==> config.mk <==
export PLATFORM = sky130hd
export DESIGN_NAME = cmac_reg_top
export DESIGN_NICKNAME = d
export VERILOG_FILES = /design/src/cmac_csb_pkg.sv /design/src/cmac_reg_pkg.sv /design/src/cmac_csb_port.sv /design/src/cmac_reg_groups.sv /design/src/cmac_op_ctrl.sv /design/src/cmac_reg_top.sv
export SDC_FILE = /design/constraint.sdc
export NUM_CORES = 1
export LEC_CHECK = 0
export BUFFER_PORTS_ARGS = -buffer_cell sky130_fd_sc_hd__buf_2
export CAP_MARGIN = 20
export CELL_PAD_IN_SITES_DETAIL_PLACEMENT = 1
export CELL_PAD_IN_SITES_GLOBAL_PLACEMENT = 1
export CORE_MARGIN = 10
export CORE_UTILIZATION = 29
export CTS_CLUSTER_DIAMETER = 150
export DETAILED_ROUTE_END_ITERATION = 6
export HOLD_SLACK_MARGIN = 0.05
export PLACE_DENSITY = 0.78
export SLEW_MARGIN = 20
export SYNTH_ARGS = -nofsm -noshare
export SYNTH_HDL_FRONTEND = slang
export SYNTH_SLANG_ARGS = --single-unit
==> constraint.sdc <==
create_clock -name nvdla_core_clk -period 2.3 [get_ports nvdla_core_clk]
set_clock_uncertainty 0.15 [all_clocks]
set_input_delay 0.46 -clock nvdla_core_clk [delete_from_list [all_inputs] [get_ports nvdla_core_clk]]
set_output_delay 0.46 -clock nvdla_core_clk [all_outputs]
set_load 0.01 [all_outputs]
==> src/cmac_csb_pkg.sv <==
////////////////////////////////////////////////////////////
// csb request and response packet layout for the cmac regs
// byte enables, level and srcpriv are carried but not decoded
// field positions chain from addr upward, packet widths follow
////////////////////////////////////////////////////////////
`default_nettype none

package cmac_csb_pkg;

  localparam int csb_addr_w = 22;   // word address
  localparam int csb_data_w = 32;

  typedef logic [csb_addr_w-1:0] csb_addr_t;
  typedef logic [csb_data_w-1:0] csb_data_t;

  // request fields, lsb first
  localparam int req_addr_lsb    = 0;
  localparam int req_wdat_lsb    = req_addr_lsb + csb_addr_w;   // 22
  localparam int req_write_bit   = req_wdat_lsb + csb_data_w;   // 54
  localparam int req_nposted_bit = req_write_bit + 1;           // 55
  localparam int req_srcpriv_bit = req_nposted_bit + 1;         // 56, ignored
  localparam int req_wrbe_lsb    = req_srcpriv_bit + 1;         // 57, ignored
  localparam int req_wrbe_w      = 4;
  localparam int req_level_lsb   = req_wrbe_lsb + req_wrbe_w;   // 61, ignored
  localparam int req_level_w     = 2;
  localparam int csb_req_w       = req_level_lsb + req_level_w; // 63

  typedef logic [csb_req_w-1:0] csb_req_pd_t;

  // response: data, error, kind
  localparam int resp_error_bit = csb_data_w;       // 32
  localparam int resp_kind_bit  = resp_error_bit + 1;
  localparam int csb_resp_w     = resp_kind_bit + 1;

  typedef logic [csb_resp_w-1:0] csb_resp_pd_t;

  localparam logic resp_kind_read  = 1'b0;
  localparam logic resp_kind_write = 1'b1;

endpackage

`default_nettype wire

==> src/cmac_reg_pkg.sv <==
////////////////////////////////////////////////////////////
// cmac register map, field positions and status encoding
// only offset bits 11:0 are decoded, offsets below dual_base
// are the single group, the rest go to the producer group
////////////////////////////////////////////////////////////
`default_nettype none

package cmac_reg_pkg;

  typedef logic [11:0] reg_offset_t;   // byte offset in the 4KB window
  typedef logic [1:0]  precision_t;

  // register offsets
  localparam reg_offset_t ptr_offset       = 12'h000;
  localparam reg_offset_t status_offset    = 12'h004;
  localparam reg_offset_t op_enable_offset = 12'h008;
  localparam reg_offset_t misc_cfg_offset  = 12'h00c;

  // first offset of the ping-pong groups
  localparam reg_offset_t dual_base = 12'h008;

  // pointer register
  localparam int ptr_producer_bit = 0;    // rw
  localparam int ptr_consumer_bit = 16;   // ro

  // status register, one 2-bit field per group
  localparam int status_0_lsb = 0;
  localparam int status_1_lsb = 16;

  // op_enable register
  localparam int op_enable_bit = 0;

  // misc_cfg register
  localparam int cfg_conv_mode_bit = 0;
  localparam int cfg_prec_lsb      = 12;

  // op_en to datapath latency, also the clock gate delay
  localparam int op_en_lat = 3;

  typedef enum logic [1:0] {
    status_idle    = 2'd0,
    status_running = 2'd1,
    status_pending = 2'd2
  } group_status_e;

endpackage

`default_nettype wire

==> src/cmac_csb_port.sv <==
////////////////////////////////////////////////////////////
// csb slave side of the cmac register block
// always ready, one request per cycle, no back-pressure
// response goes out one cycle after the access, error is 0
// posted writes get no response
////////////////////////////////////////////////////////////
`timescale 1ns/1ps
`default_nettype none

module cmac_csb_port
  import cmac_csb_pkg::*;
  import cmac_reg_pkg::*;
(
  input  logic         nvdla_core_clk,
  input  logic         nvdla_core_rstn,
  input  csb_req_pd_t  csb_req_pd,
  input  logic         csb_req_pvld,
  input  csb_data_t    reg_rd_data,     // same-cycle readback
  output csb_resp_pd_t csb_resp_pd,
  output logic         csb_resp_valid,
  output reg_offset_t  reg_offset,
  output csb_data_t    reg_wr_data,
  output logic         reg_wr_en,
  output logic         reg_rd_en
);

  logic         req_pvld;      // registered strobe
  csb_req_pd_t  req_pd;        // captured packet
  csb_addr_t    req_addr;
  logic         req_write;
  logic         req_nposted;
  csb_resp_pd_t rresp_pd;

  ////////////////////////////////////////////////////////////
  // request capture
  ////////////////////////////////////////////////////////////
  always_ff @(posedge nvdla_core_clk or negedge nvdla_core_rstn) begin
    if (!nvdla_core_rstn) begin
      req_pvld <= 1'b0;
    end else begin
      req_pvld <= csb_req_pvld;
    end
  end

  // packet only loads on a valid beat
  always_ff @(posedge nvdla_core_clk) begin
    if (csb_req_pvld) begin
      req_pd <= csb_req_pd;
    end
  end

  // unpack, the rest of the packet is dropped
  assign req_addr    = req_pd[req_addr_lsb +: csb_addr_w];
  assign reg_wr_data = req_pd[req_wdat_lsb +: csb_data_w];
  assign req_write   = req_pd[req_write_bit];
  assign req_nposted = req_pd[req_nposted_bit];

  // word address to byte offset, keep 12 bits
  assign reg_offset = {req_addr[$bits(reg_offset_t)-3:0], 2'b00};
  assign reg_wr_en  = req_pvld & req_write;
  assign reg_rd_en  = req_pvld & ~req_write;

  ////////////////////////////////////////////////////////////
  // response
  ////////////////////////////////////////////////////////////
  assign rresp_pd = {resp_kind_read, 1'b0, reg_rd_data};     // kind, error, data

  always_ff @(posedge nvdla_core_clk or negedge nvdla_core_rstn) begin
    if (!nvdla_core_rstn) begin
      csb_resp_pd <= '0;
    end else if (reg_rd_en) begin
      csb_resp_pd <= rresp_pd;
    end else if (reg_wr_en && req_nposted) begin
      csb_resp_pd <= {resp_kind_write, 1'b0, {csb_data_w{1'b0}}};   // write ack, no data
    end   // else hold
  end

  always_ff @(posedge nvdla_core_clk or negedge nvdla_core_rstn) begin
    if (!nvdla_core_rstn) begin
      csb_resp_valid <= 1'b0;
    end else begin
      csb_resp_valid <= reg_rd_en | (reg_wr_en & req_nposted);
    end
  end

  // bus master must never float the strobe
  a_req_pvld_known : assert property (
    @(posedge nvdla_core_clk) disable iff (!nvdla_core_rstn)
    !$isunknown(csb_req_pvld)
  ) else $error("csb_req_pvld is X");

  // a response always traces back to a request one cycle earlier
  a_resp_has_req : assert property (
    @(posedge nvdla_core_clk) disable iff (!nvdla_core_rstn)
    csb_resp_valid |-> $past(req_pvld)
  ) else $error("csb_resp_valid without a registered request");

endmodule

`default_nettype wire

==> src/cmac_reg_groups.sv <==
////////////////////////////////////////////////////////////
// single register group plus the two ping-pong groups
// producer picks the group seen at dual offsets, consumer
// picks the group driven to the datapath
// a group is write locked while its op_en is set
// unmapped offsets read 0 and drop writes
////////////////////////////////////////////////////////////
`timescale 1ns/1ps
`default_nettype none

module cmac_reg_groups
  import cmac_csb_pkg::*;
  import cmac_reg_pkg::*;
(
  input  logic        nvdla_core_clk,
  input  logic        nvdla_core_rstn,
  input  reg_offset_t reg_offset,
  input  csb_data_t   reg_wr_data,
  input  logic        reg_wr_en,
  input  logic        reg_rd_en,
  input  logic        op_en_0,
  input  logic        op_en_1,
  input  logic        consumer,
  output csb_data_t   reg_rd_data,
  output logic        op_en_trigger_0,
  output logic        op_en_trigger_1,
  output logic        op_en_wr_value,
  output logic        reg2dp_conv_mode,
  output precision_t  reg2dp_proc_precision
);

  logic          producer;
  logic [1:0]    conv_mode_q;       // per group
  precision_t    precision_q [2];
  logic [1:0]    op_en;
  logic          sel_dual;          // offset in the ping-pong range
  logic [1:0]    sel_grp;           // one-hot producer group
  logic [1:0]    grp_wr_en;         // unlocked write into a group
  logic [1:0]    op_en_trig;
  group_status_e status [2];
  csb_data_t     rd_mux;

  assign op_en = {op_en_1, op_en_0};

  ////////////////////////////////////////////////////////////
  // decode
  ////////////////////////////////////////////////////////////
  assign sel_dual  = (reg_offset >= dual_base);
  assign sel_grp   = producer ? 2'b10 : 2'b01;
  assign grp_wr_en = {2{reg_wr_en & sel_dual}} & sel_grp & ~op_en;   // lock mask

  assign op_en_trig      = grp_wr_en & {2{reg_offset == op_enable_offset}};
  assign op_en_trigger_0 = op_en_trig[0];
  assign op_en_trigger_1 = op_en_trig[1];
  assign op_en_wr_value  = reg_wr_data[op_enable_bit];

  ////////////////////////////////////////////////////////////
  // storage
  ////////////////////////////////////////////////////////////
  // producer pointer, single group
  always_ff @(posedge nvdla_core_clk or negedge nvdla_core_rstn) begin
    if (!nvdla_core_rstn) begin
      producer <= 1'b0;
    end else if (reg_wr_en && reg_offset == ptr_offset) begin
      producer <= reg_wr_data[ptr_producer_bit];
    end
  end

  // misc_cfg per group
  always_ff @(posedge nvdla_core_clk or negedge nvdla_core_rstn) begin
    if (!nvdla_core_rstn) begin
      conv_mode_q    <= '0;
      precision_q[0] <= '0;
      precision_q[1] <= '0;
    end else begin
      for (int n = 0; n < 2; n++) begin
        if (grp_wr_en[n] && reg_offset == misc_cfg_offset) begin
          conv_mode_q[n] <= reg_wr_data[cfg_conv_mode_bit];
          precision_q[n] <= reg_wr_data[cfg_prec_lsb +: $bits(precision_t)];
        end
      end
    end
  end

  ////////////////////////////////////////////////////////////
  // status and readback
  ////////////////////////////////////////////////////////////
  // pending when the consumer still sits on the other group
  always_comb begin
    for (int n = 0; n < 2; n++) begin
      if (!op_en[n]) begin
        status[n] = status_idle;
      end else if (consumer != 1'(n)) begin
        status[n] = status_pending;
      end else begin
        status[n] = status_running;
      end
    end
  end

  always_comb begin
    rd_mux = '0;   // undefined bits read 0
    case (reg_offset)
      ptr_offset: begin
        rd_mux[ptr_producer_bit] = producer;
        rd_mux[ptr_consumer_bit] = consumer;
      end
      status_offset: begin
        rd_mux[status_0_lsb +: 2] = status[0];
        rd_mux[status_1_lsb +: 2] = status[1];
      end
      op_enable_offset: rd_mux[op_enable_bit] = op_en[producer];
      misc_cfg_offset: begin
        rd_mux[cfg_conv_mode_bit]                     = conv_mode_q[producer];
        rd_mux[cfg_prec_lsb +: $bits(precision_t)] = precision_q[producer];
      end
      default: rd_mux = '0;
    endcase
  end

  assign reg_rd_data = reg_rd_en ? rd_mux : '0;

  // datapath sees the consumer group
  assign reg2dp_conv_mode      = conv_mode_q[consumer];
  assign reg2dp_proc_precision = precision_q[consumer];

  // a group with op_en up keeps its config into the next cycle
  for (genvar g = 0; g < 2; g++) begin : g_lock_chk
    a_locked_cfg_stable : assert property (
      @(posedge nvdla_core_clk) disable iff (!nvdla_core_rstn)
      op_en[g] |=> ($stable(conv_mode_q[g]) && $stable(precision_q[g]))
    ) else $error("config of locked group %0d changed", g);
  end

endmodule

`default_nettype wire

==> src/cmac_op_ctrl.sv <==
////////////////////////////////////////////////////////////
// consumer pointer and op_en sequencing
// done flips the consumer and drops op_en of the finished group
// reg2dp_op_en trails by op_en_lat cycles and is flushed on done
// slcg_op_en trails by the same delay and is never flushed
////////////////////////////////////////////////////////////
`timescale 1ns/1ps
`default_nettype none

module cmac_op_ctrl
  import cmac_reg_pkg::*;
#(
  parameter int slcg_num = 4
) (
  input  logic                nvdla_core_clk,
  input  logic                nvdla_core_rstn,
  input  logic                dp2reg_done,
  input  logic                op_en_trigger_0,
  input  logic                op_en_trigger_1,
  input  logic                op_en_wr_value,
  output logic                op_en_0,
  output logic                op_en_1,
  output logic                consumer,
  output logic                reg2dp_op_en,
  output logic [slcg_num-1:0] slcg_op_en
);

  logic [1:0]           trig;
  logic [1:0]           op_en_q;
  logic [1:0]           op_en_nxt;
  logic                 op_en_ori;                 // op_en of consumer group
  logic [op_en_lat-1:0] op_en_sr;
  logic [slcg_num-1:0]  slcg_pipe [op_en_lat];

  assign trig = {op_en_trigger_1, op_en_trigger_0};

  // consumer pointer
  always_ff @(posedge nvdla_core_clk or negedge nvdla_core_rstn) begin
    if (!nvdla_core_rstn) begin
      consumer <= 1'b0;
    end else if (dp2reg_done) begin
      consumer <= ~consumer;
    end
  end

  // load wins over the done clear
  always_comb begin
    for (int n = 0; n < 2; n++) begin
      if (trig[n] && !op_en_q[n]) begin
        op_en_nxt[n] = op_en_wr_value;
      end else if (dp2reg_done && consumer == 1'(n)) begin
        op_en_nxt[n] = 1'b0;
      end else begin
        op_en_nxt[n] = op_en_q[n];
      end
    end
  end

  always_ff @(posedge nvdla_core_clk or negedge nvdla_core_rstn) begin
    if (!nvdla_core_rstn) begin
      op_en_q <= '0;
    end else begin
      op_en_q <= op_en_nxt;
    end
  end

  assign op_en_0   = op_en_q[0];
  assign op_en_1   = op_en_q[1];
  assign op_en_ori = op_en_q[consumer];

  ////////////////////////////////////////////////////////////
  // delay lines
  ////////////////////////////////////////////////////////////
  always_ff @(posedge nvdla_core_clk or negedge nvdla_core_rstn) begin
    if (!nvdla_core_rstn) begin
      op_en_sr <= '0;
    end else if (dp2reg_done) begin
      op_en_sr <= '0;   // flush whole line
    end else begin
      op_en_sr <= {op_en_sr[op_en_lat-2:0], op_en_ori};
    end
  end

  assign reg2dp_op_en = op_en_sr[op_en_lat-1];

  // replicated per clock gate
  always_ff @(posedge nvdla_core_clk or negedge nvdla_core_rstn) begin
    if (!nvdla_core_rstn) begin
      for (int i = 0; i < op_en_lat; i++) begin
        slcg_pipe[i] <= '0;
      end
    end else begin
      slcg_pipe[0] <= {slcg_num{op_en_ori}};
      for (int i = 1; i < op_en_lat; i++) begin
        slcg_pipe[i] <= slcg_pipe[i-1];
      end
    end
  end

  assign slcg_op_en = slcg_pipe[op_en_lat-1];

  // done comes from the datapath, must be clean
  a_done_known : assert property (
    @(posedge nvdla_core_clk) disable iff (!nvdla_core_rstn)
    !$isunknown(dp2reg_done)
  ) else $error("dp2reg_done is X");

endmodule

`default_nettype wire

==> src/cmac_reg_top.sv <==
////////////////////////////////////////////////////////////
// cmac register block top
// csb port feeds the register groups, op control sequences op_en
// req_prdy is tied high, slcg_num sets the clock gate fanout
////////////////////////////////////////////////////////////
`timescale 1ns/1ps
`default_nettype none

module cmac_reg_top
  import cmac_csb_pkg::*;
  import cmac_reg_pkg::*;
#(
  parameter int slcg_num = 4
) (
  input  logic                nvdla_core_clk,
  input  logic                nvdla_core_rstn,
  input  csb_req_pd_t         csb_req_pd,
  input  logic                csb_req_pvld,
  input  logic                dp2reg_done,
  output logic                csb_req_prdy,
  output csb_resp_pd_t        csb_resp_pd,
  output logic                csb_resp_valid,
  output logic                reg2dp_conv_mode,
  output precision_t          reg2dp_proc_precision,
  output logic                reg2dp_op_en,
  output logic [slcg_num-1:0] slcg_op_en
);

  reg_offset_t reg_offset;
  csb_data_t   reg_wr_data;
  csb_data_t   reg_rd_data;
  logic        reg_wr_en;
  logic        reg_rd_en;
  logic        op_en_trigger_0;
  logic        op_en_trigger_1;
  logic        op_en_wr_value;
  logic        op_en_0;
  logic        op_en_1;
  logic        consumer;

  assign csb_req_prdy = 1'b1;   // never stalls

  cmac_csb_port u_csb_port (
    .nvdla_core_clk  (nvdla_core_clk),
    .nvdla_core_rstn (nvdla_core_rstn),
    .csb_req_pd      (csb_req_pd),
    .csb_req_pvld    (csb_req_pvld),
    .reg_rd_data     (reg_rd_data),
    .csb_resp_pd     (csb_resp_pd),
    .csb_resp_valid  (csb_resp_valid),
    .reg_offset      (reg_offset),
    .reg_wr_data     (reg_wr_data),
    .reg_wr_en       (reg_wr_en),
    .reg_rd_en       (reg_rd_en)
  );

  cmac_reg_groups u_reg_groups (
    .nvdla_core_clk        (nvdla_core_clk),
    .nvdla_core_rstn       (nvdla_core_rstn),
    .reg_offset            (reg_offset),
    .reg_wr_data           (reg_wr_data),
    .reg_wr_en             (reg_wr_en),
    .reg_rd_en             (reg_rd_en),
    .op_en_0               (op_en_0),
    .op_en_1               (op_en_1),
    .consumer              (consumer),
    .reg_rd_data           (reg_rd_data),
    .op_en_trigger_0       (op_en_trigger_0),
    .op_en_trigger_1       (op_en_trigger_1),
    .op_en_wr_value        (op_en_wr_value),
    .reg2dp_conv_mode      (reg2dp_conv_mode),
    .reg2dp_proc_precision (reg2dp_proc_precision)
  );

  cmac_op_ctrl #(
    .slcg_num (slcg_num)
  ) u_op_ctrl (
    .nvdla_core_clk  (nvdla_core_clk),
    .nvdla_core_rstn (nvdla_core_rstn),
    .dp2reg_done     (dp2reg_done),
    .op_en_trigger_0 (op_en_trigger_0),
    .op_en_trigger_1 (op_en_trigger_1),
    .op_en_wr_value  (op_en_wr_value),
    .op_en_0         (op_en_0),
    .op_en_1         (op_en_1),
    .consumer        (consumer),
    .reg2dp_op_en    (reg2dp_op_en),
    .slcg_op_en      (slcg_op_en)
  );

endmodule

`default_nettype wire

==> results.tsv, run 1 <==
stage	metric	value	unit
status	status	finished, final reports clean	
critical_path	Worst Path Arrival	2130	ps
route	antenna-violating nets left	0	
grt	vias in the first global route	1202	
power	Leak Pwr	0.976	nW
critical_path	buffers plus inverters on the worst setup path	0	
critical_path	reg-to-reg endpoint	u_reg_groups.precision_q[2]$_DFFE_PN0P_	
critical_path	Worst R2R Path Depth	4	
min_path	hold crit path type	in -> reg	
place	Final HPWL DP	2900	um
floorplan	io pins	111	
route	DRT iter0 DRCs	40	
route	Vias/cell	4.18	
cells_and_area	Post-layout nets	242	
clock_tree	Skew-Pair Late Insertion Delay	290	ps
cells_and_area	P&R area growth vs syn	13.0	%
cells_and_area	ant diodes	0	
clock_tree	Post-CTS Setup Inserts	0	
critical_path	crit-path max FO	4	
route	final WL	3630	um
clock_tree	TritonCTS Buffers	5	
synthesis	Post-Syn Instances	142	
min_path	Worst Hold Depth	1	
critical_path	CP max stage delay	510	ps
floorplan	Std-Cell Rows	28	
clock_tree	Reg clk slew, reported paths	90	ps
power	Net Sw Frac	0.241	
power	Logic pwr share	0.065	
power	pwr/cell area	740	mW/mm2
timing	RSZ-0062 raised after global routing	no	
timing	fin crit period	2100	ps
grt	largest net degree at the start of global routing	26	
min_path	Hold Crit Endpoint	u_csb_port.req_pd[1]$_DFFE_PP_	
place	GP Congestion	0.745	
critical_path	Critical Path End Type	flop	
power	Clock power frac	0.386	
timing	Setup violations, final	0	
synthesis	Post-Syn Area	0.00180	mm2
route	Routed WL per cell	14.5	um
route	via count	1048	
floorplan	full die area	0.00976	mm2
route	drt first pass iters	4	
synthesis	sequential share of the synthesized area	0.598	
clock_tree	TritonCTS Sinks	40	
clock_tree	Max clock buf depth	2	
timing	Final TNS setup	0	ps
cells_and_area	layout cells sized above 1	0.324	
grt	initial antenna violation count	0	
critical_path	critical path's slowest cell	or4_4	
grt	GR Util All Layers	0.0773	
timing	Final Hold Viols	0	
synthesis	ranking of synthesized cells by area	dfrtp_1, edfxtp_1, buf_4	
timing	Max transition margin	0.613	
grt	global-route wire length before repair	6190	um
place	port buffer count	34	
route	DRC errors left	0	
critical_path	CP Launch Type	flop	
run	Max-Cap Viols	0	
clock_tree	H-tree levels	2	
critical_path	delay-heaviest family, CP	simple AND/OR/NAND/NOR gates	
critical_path	worst path required time	2340	ps
clock_tree	Hold Buf Count CTS	1	
synthesis	area share of the largest cell type after synthesis	0.347	
min_path	hold path startpoint	csb_req_pd[1]	
floorplan	Die X	98.8	um
synthesis	leading area contributor after synthesis	dfrtp_1	
power	Flop pwr share	0.550	
cells_and_area	Final Util	0.340	
synthesis	syn_area_per_cell	12.7	um2
clock_tree	CTS tree	yes	
critical_path	FF-to-FF Start	u_csb_port.req_pd[5]$_DFFE_PP_	
power	switching power	0.362	mW
synthesis	number of synthesized register bits	40	
clock_tree	clk root buf	clkbuf_8	
floorplan	initial cell density of the core	0.301	
floorplan	Core ar.	0.00599	mm2
synthesis	Yosys cell types	31	
cells_and_area	Filler Cell Count	674	
grt	GRT Residual Overflow	0	
timing	Worst Tran Pin Value	580	ps
synthesis	Yosys warning count	0	
clock_tree	post-CTS sizing	0	
timing	Final Cycle Share	0.911	
power	largest vdd supply drop	0.000475	V
critical_path	CP Class	reg -> reg	
timing	Slew Viols, Final	0	
floorplan	Die Ht	98.8	um
critical_path	R2R setup slack	200	ps
power	Pint	1.14	mW
critical_path	critical path, cell by cell	nor4_2 > nand4_1 > or4_4 > mux2_4	
timing	fmax	477	MHz
synthesized netlist by cell type, drive strengths merged:
master,number
a21o,2
a21oi,2
a31oi,1
and2,2
buf,33
clkbuf,2
conb,2
dfrtp,25
edfxtp,15
inv,5
mux2,11
mux2i,3
nand2,9
nand3,3
nand3b,1
nand4,1
nor2,2
nor2b,5
nor3,2
nor4,4
o21a,1
o21ai,4
o31ai,3
o41ai,1
or3b,1
or4,1
xor2,1
worst max path at each step:
| stage | from | end | slack, ps | depth (start not counted) |
|---|---|---|---|---|
| CTS | u_csb_port.req_pd[5]$_DFFE_PP_ | u_reg_groups.precision_q[2]$_DFFE_PN0P_ | 190 | 4 |
| floorplan | u_csb_port.req_pd[8]$_DFFE_PP_ | u_reg_groups.conv_mode_q[0]$_DFFE_PN0P_ | 370 | 4 |
| finish | u_csb_port.req_pd[5]$_DFFE_PP_ | u_reg_groups.precision_q[2]$_DFFE_PN0P_ | 200 | 4 |
| detailed placement | u_csb_port.req_pd[5]$_DFFE_PP_ | u_reg_groups.precision_q[2]$_DFFE_PN0P_ | 190 | 4 |
| global route | u_csb_port.req_pd[5]$_DFFE_PP_ | u_reg_groups.precision_q[2]$_DFFE_PN0P_ | 70 | 4 |
| global placement | u_csb_port.req_pd[5]$_DFFE_PP_ | u_reg_groups.precision_q[2]$_DFFE_PN0P_ | 220 | 4 |
cell type report:
type	count	area, um2	share of cell area
Clock inverter	3	46.3	0.0228
Timing Repair Buffer	35	180	0.0886
Inverter	5	18.8	0.00923
Tap cell	75	93.8	0.0461
Sequential cell	40	1080	0.529
Multi-Input combinational cell	88	551	0.271
Clock buffer	5	68.8	0.0338
flip-flops by register name, summed over array words and instances (netlist names):
signal                     flops
u_csb_port.req_pd             15
u_csb_port.csb_resp_pd         7
u_reg_groups.precision_q       4
u_op_ctrl.op_en_sr             3
u_op_ctrl.op_en_q              2
u_op_ctrl.slcg_pipe            2
u_reg_groups.conv_mode_q       2
u_csb_port.csb_resp_valid      1
u_csb_port.req_pvld            1
u_op_ctrl.consumer             1
u_op_ctrl.slcg_op_en           1
u_reg_groups.producer          1
power groups by stage:
stage	combinational [mW]	clock, mW	sequential (mW)
2_1_floorplan	0.114	0	0.810
3_3_place_gp	0.0913	0	0.841
3_5_place_dp	0.0962	0	0.845
4_1_cts	0.0974	0.606	0.830
5_1_grt	0.113	0.640	0.838
6_report	0.0972	0.581	0.827
through the flow:
step           cells  worst slack (ps)  hold slack, ps  cell area (um2)  total power [mW]
2_1_floorplan    168               368            14.4             1900             0.924
3_3_place_gp     242               222             184             1910             0.932
3_5_place_dp     242               189             186             1910             0.941
4_1_cts          251               188             175             2030              1.53
5_1_grt          251              70.4             173             2030              1.59
6_report         251               205             186             2030              1.51
cell families (layout without fill, tap and decap cells):
group / Yosys count / after routing / share of synthesized area
flops: 40 / 40 / 0.598
buf+inv: 40 / 48 / 0.151
simple gates: 31 / 31 / 0.101
compound gates: 14 / 14 / 0.0500
mux: 14 / 14 / 0.0917
other cells: 2 / 28 / 0.00417
xor+xnor: 1 / 1 / 0.00487
placed cells by master (no fill, tap or decap), types with 2 or more instances in the layout:
cell type and instances:
mux2_4 3, nand2_1 9, nor2_1 2, mux2_2 8, nor4_2 2, o21ai_0 3
clkbuf_8 5, and2_1 2, conb_1 28, nor2b_1 5, mux2i_1 3, nor3_1 2
a21o_1 2, a21oi_1 2, dfrtp_1 25, inv_1 5, edfxtp_1 15, nor4_1 2
nand3_1 3, o31ai_1 3, buf_2 34
per-layer routing:
metal	global-route usage	up-vias	routed length (um)
met5	0	-	0
met4	0.0265	0	42
met3	0.0482	5	468
met2	0.118	59	1660
met1	0.0864	492	1450
li1	-	492	-
Power figures use the tool's default switching activity.
==> run 2, diff against run 1 <==
Settings changed: MAX_ROUTING_LAYER set to met4, PLACE_DENSITY 0.78 to not set, PLACE_DENSITY_LB_ADDON set to 0.15.
==> run 2 against run 1 <==
Critical path depth unchanged. Combinational power increased by 1%. Core utilization increased by 0.46 points. Clock power increased by 8.6%. Sequential cell count unchanged. Maximum frequency decreased by 2.2%. Sequential share of layout area decreased by 0.71 points. First-iteration DRC count increased by 38%. Cell count increased by 0.80%. Global-route usage increased by 0.45 points. Routed wire length increased by 6.2%. Register-to-register slack got worse by 50 ps. Critical endpoint is now u_reg_groups.precision_q[3]$_DFFE_PN0P_.
==> results.tsv, run 2 (same netlist as run 1, synthesis figures left out) <==
stage	metric	value	unit	change
cells_and_area	layout cells sized above 1	0.326		+0.00198
clock_tree	Max clock buf depth	2		unchanged
grt	initial antenna violation count	0		unchanged
grt	vias in the first global route	1194		-0.67%
route	antenna-violating nets left	0		unchanged
cells_and_area	ant diodes	0		unchanged
floorplan	Die Ht	98.8	um	unchanged
critical_path	CP max stage delay	520	ps	about the same
power	pwr/cell area	757	mW/mm2	+2.2%
power	largest vdd supply drop	0.000317	V	-33%
clock_tree	CTS tree	yes		
floorplan	full die area	0.00976	mm2	unchanged
place	area of placed instances	0.00192	mm2	+0.79%
route	final WL	3850	um	+6.2%
grt	GR Util All Layers	0.0818		+0.00451
timing	RSZ-0062 raised after global routing	no		
route	DRT iter0 DRCs	55		+38%
place	GP Congestion	0.797		+7.0%
critical_path	Worst Path Arrival	2170	ps	+40 ps
clock_tree	H-tree levels	2		unchanged
clock_tree	Post-CTS Setup Inserts	0		unchanged
run	Max-Cap Viols	0		unchanged
critical_path	CP Launch Type	flop		
route	Routed WL per cell	15.2	um	+5.3%
cells_and_area	Non-Filler Instances	253		+0.80%
cells_and_area	max FFs per register	15		unchanged
timing	Setup violations, final	0		unchanged
critical_path	buffers plus inverters on the worst setup path	0		unchanged
timing	Worst Tran Pin Value	583	ps	+2.74 ps
route	via count	1074		+2.5%
timing	Max transition margin	0.611		-0.00183
timing	fin crit period	2140	ps	+47.0 ps
min_path	hold crit path type	in -> reg		
place	Placement Setup Slack	155	ps	-33.7 ps
cells_and_area	Filler Cell Count	672		-0.30%
place	port buffer count	34		unchanged
cells_and_area	Biggest register	u_csb_port.req_pd		
route	DRC errors left	0		unchanged
timing	Final TNS setup	0	ps	unchanged
route	drt first pass iters	3		-1
critical_path	CP Class	reg -> reg		
floorplan	initial cell density of the core	0.301		unchanged
cells_and_area	Design Area, Final	0.00206	mm2	+1.4%
critical_path	delay-heaviest family, CP	simple AND/OR/NAND/NOR gates		
cells_and_area	biggest regs	u_csb_port.req_pd (15), u_csb_port.csb_resp_pd (7), u_reg_groups.precision_q (4)		
status	status	finished, final reports clean		
power	total power	1.56	mW	+3.6%
timing	Final Hold Viols	0		unchanged
place	placed insts	244		+0.83%
critical_path	critical path, cell by cell	nor4_2 > nand4_1 > or4_4 > mux2_4		
grt	largest net degree at the start of global routing	26		unchanged
cells_and_area	P&R area growth vs syn	14.5	%	
critical_path	Critical Path End Type	flop		
grt	global-route wire length before repair	6100	um	-1.5%
cells_and_area	Final Util	0.344		+0.00460
timing	fmax	467	MHz	-2.2%
clock_tree	TritonCTS Sinks	40		unchanged
timing	hold_ws	183	ps	-2.57 ps
timing	Final Cycle Share	0.931		+0.0204
floorplan	Core ar.	0.00599	mm2	unchanged
critical_path	worst path required time	2330	ps	about the same
clock_tree	TritonCTS Buffers	5		unchanged
timing	Slew Viols, Final	0		unchanged
floorplan	Std-Cell Rows	28		unchanged
timing	Final WS setup	158	ps	-47.0 ps
grt	GRT Residual Overflow	0		unchanged
cells_and_area	Post-layout nets	244		+0.83%
clock_tree	clk root buf	clkbuf_8		
power	Leak Pwr	0.995	nW	+1.9%
critical_path	crit-path max FO	4		unchanged
floorplan	io pins	111		unchanged
cells_and_area	most common cell after layout, fill and taps aside	buf_2		
cells_and_area	most frequent cells in the layout	buf_2, conb_1, dfrtp_1		
floorplan	Die X	98.8	um	unchanged
clock_tree	Skew-Pair Late Insertion Delay	300	ps	about the same
clock_tree	Reg clk slew, reported paths	80	ps	about the same
place	Final HPWL DP	2980	um	+2.6%
route	Vias/cell	4.25		+1.7%
critical_path	critical path's slowest cell	or4_4		
## run 2: changes by cell type in the layout (fill, tap and decap cells not counted), sizes merged
cell / previous run / this run
inv: 6 / 5
clkbuf: 5 / 7
buf: 34 / 36
clkinvlp: 1 / 0
## run 2: final timing paths
path	slack, ps	cells after the start	to	start
setup / recovery	160	4	u_reg_groups.precision_q[3]$_DFFE_PN0P_	u_csb_port.req_pd[5]$_DFFE_PP_
hold reg to reg	210	0	u_op_ctrl.slcg_op_en[0]$_DFF_PN0_	u_op_ctrl.slcg_pipe[4]$_DFF_PN0_
max in group asynchronous	1070	2	u_reg_groups.precision_q[2]$_DFFE_PN0P_	nvdla_core_rstn
hold / removal	180	1	u_csb_port.req_pd[22]$_DFFE_PP_	csb_req_pd[22]
min in group asynchronous	540	2	u_csb_port.csb_resp_pd[0]$_DFFE_PN0P_	nvdla_core_rstn
setup reg to reg	160	4	u_reg_groups.precision_q[3]$_DFFE_PN0P_	u_csb_port.req_pd[5]$_DFFE_PP_
## run 2: per-layer routing
| layer | vias up | wire length, um | part of all wire | GRT usage |
|---|---|---|---|---|
| met4 | 0 | 70 | 0.018 | 0.0386 |
| met2 | 45 | 1850 | 0.48 | 0.125 |
| li1 | 497 | - | - | - |
| met1 | 523 | 1610 | 0.42 | 0.0886 |
| met5 | - | 0 | 0 | - |
| met3 | 9 | 327 | 0.085 | 0.0377 |
## run 2: cell type report
| cell class | count | area [um2] | area share |
|---|---|---|---|
| Clock buffer | 7 | 97.6 | 0.0473 |
| Clock inverter | 1 | 30.0 | 0.0146 |
| Inverter | 5 | 18.8 | 0.00910 |
| Multi-Input combinational cell | 88 | 551 | 0.267 |
| Sequential cell | 40 | 1080 | 0.522 |
| Tap cell | 75 | 93.8 | 0.0455 |
| Timing Repair Buffer | 37 | 195 | 0.0947 |
## run 2: worst reg2reg max path: stages, from the launching register on
cell      delay [ps]
edfxtp_1         390
nor4_2           390
nand4_1          260
or4_4            530
mux2_4           320
## run 2: what timing repair did
item	4_1_cts	5_1_grt
hold buffers	1	0
endpoints found under the hold margin	25	0
gates resized for setup	0	0
## run 2: power breakdown
part | leakage [nW] | internal [mW] | switching (mW)
clock network | 0.0636 | 0.390 | 0.241
logic | 0.443 | 0.0385 | 0.0598
registers | 0.488 | 0.779 | 0.0513
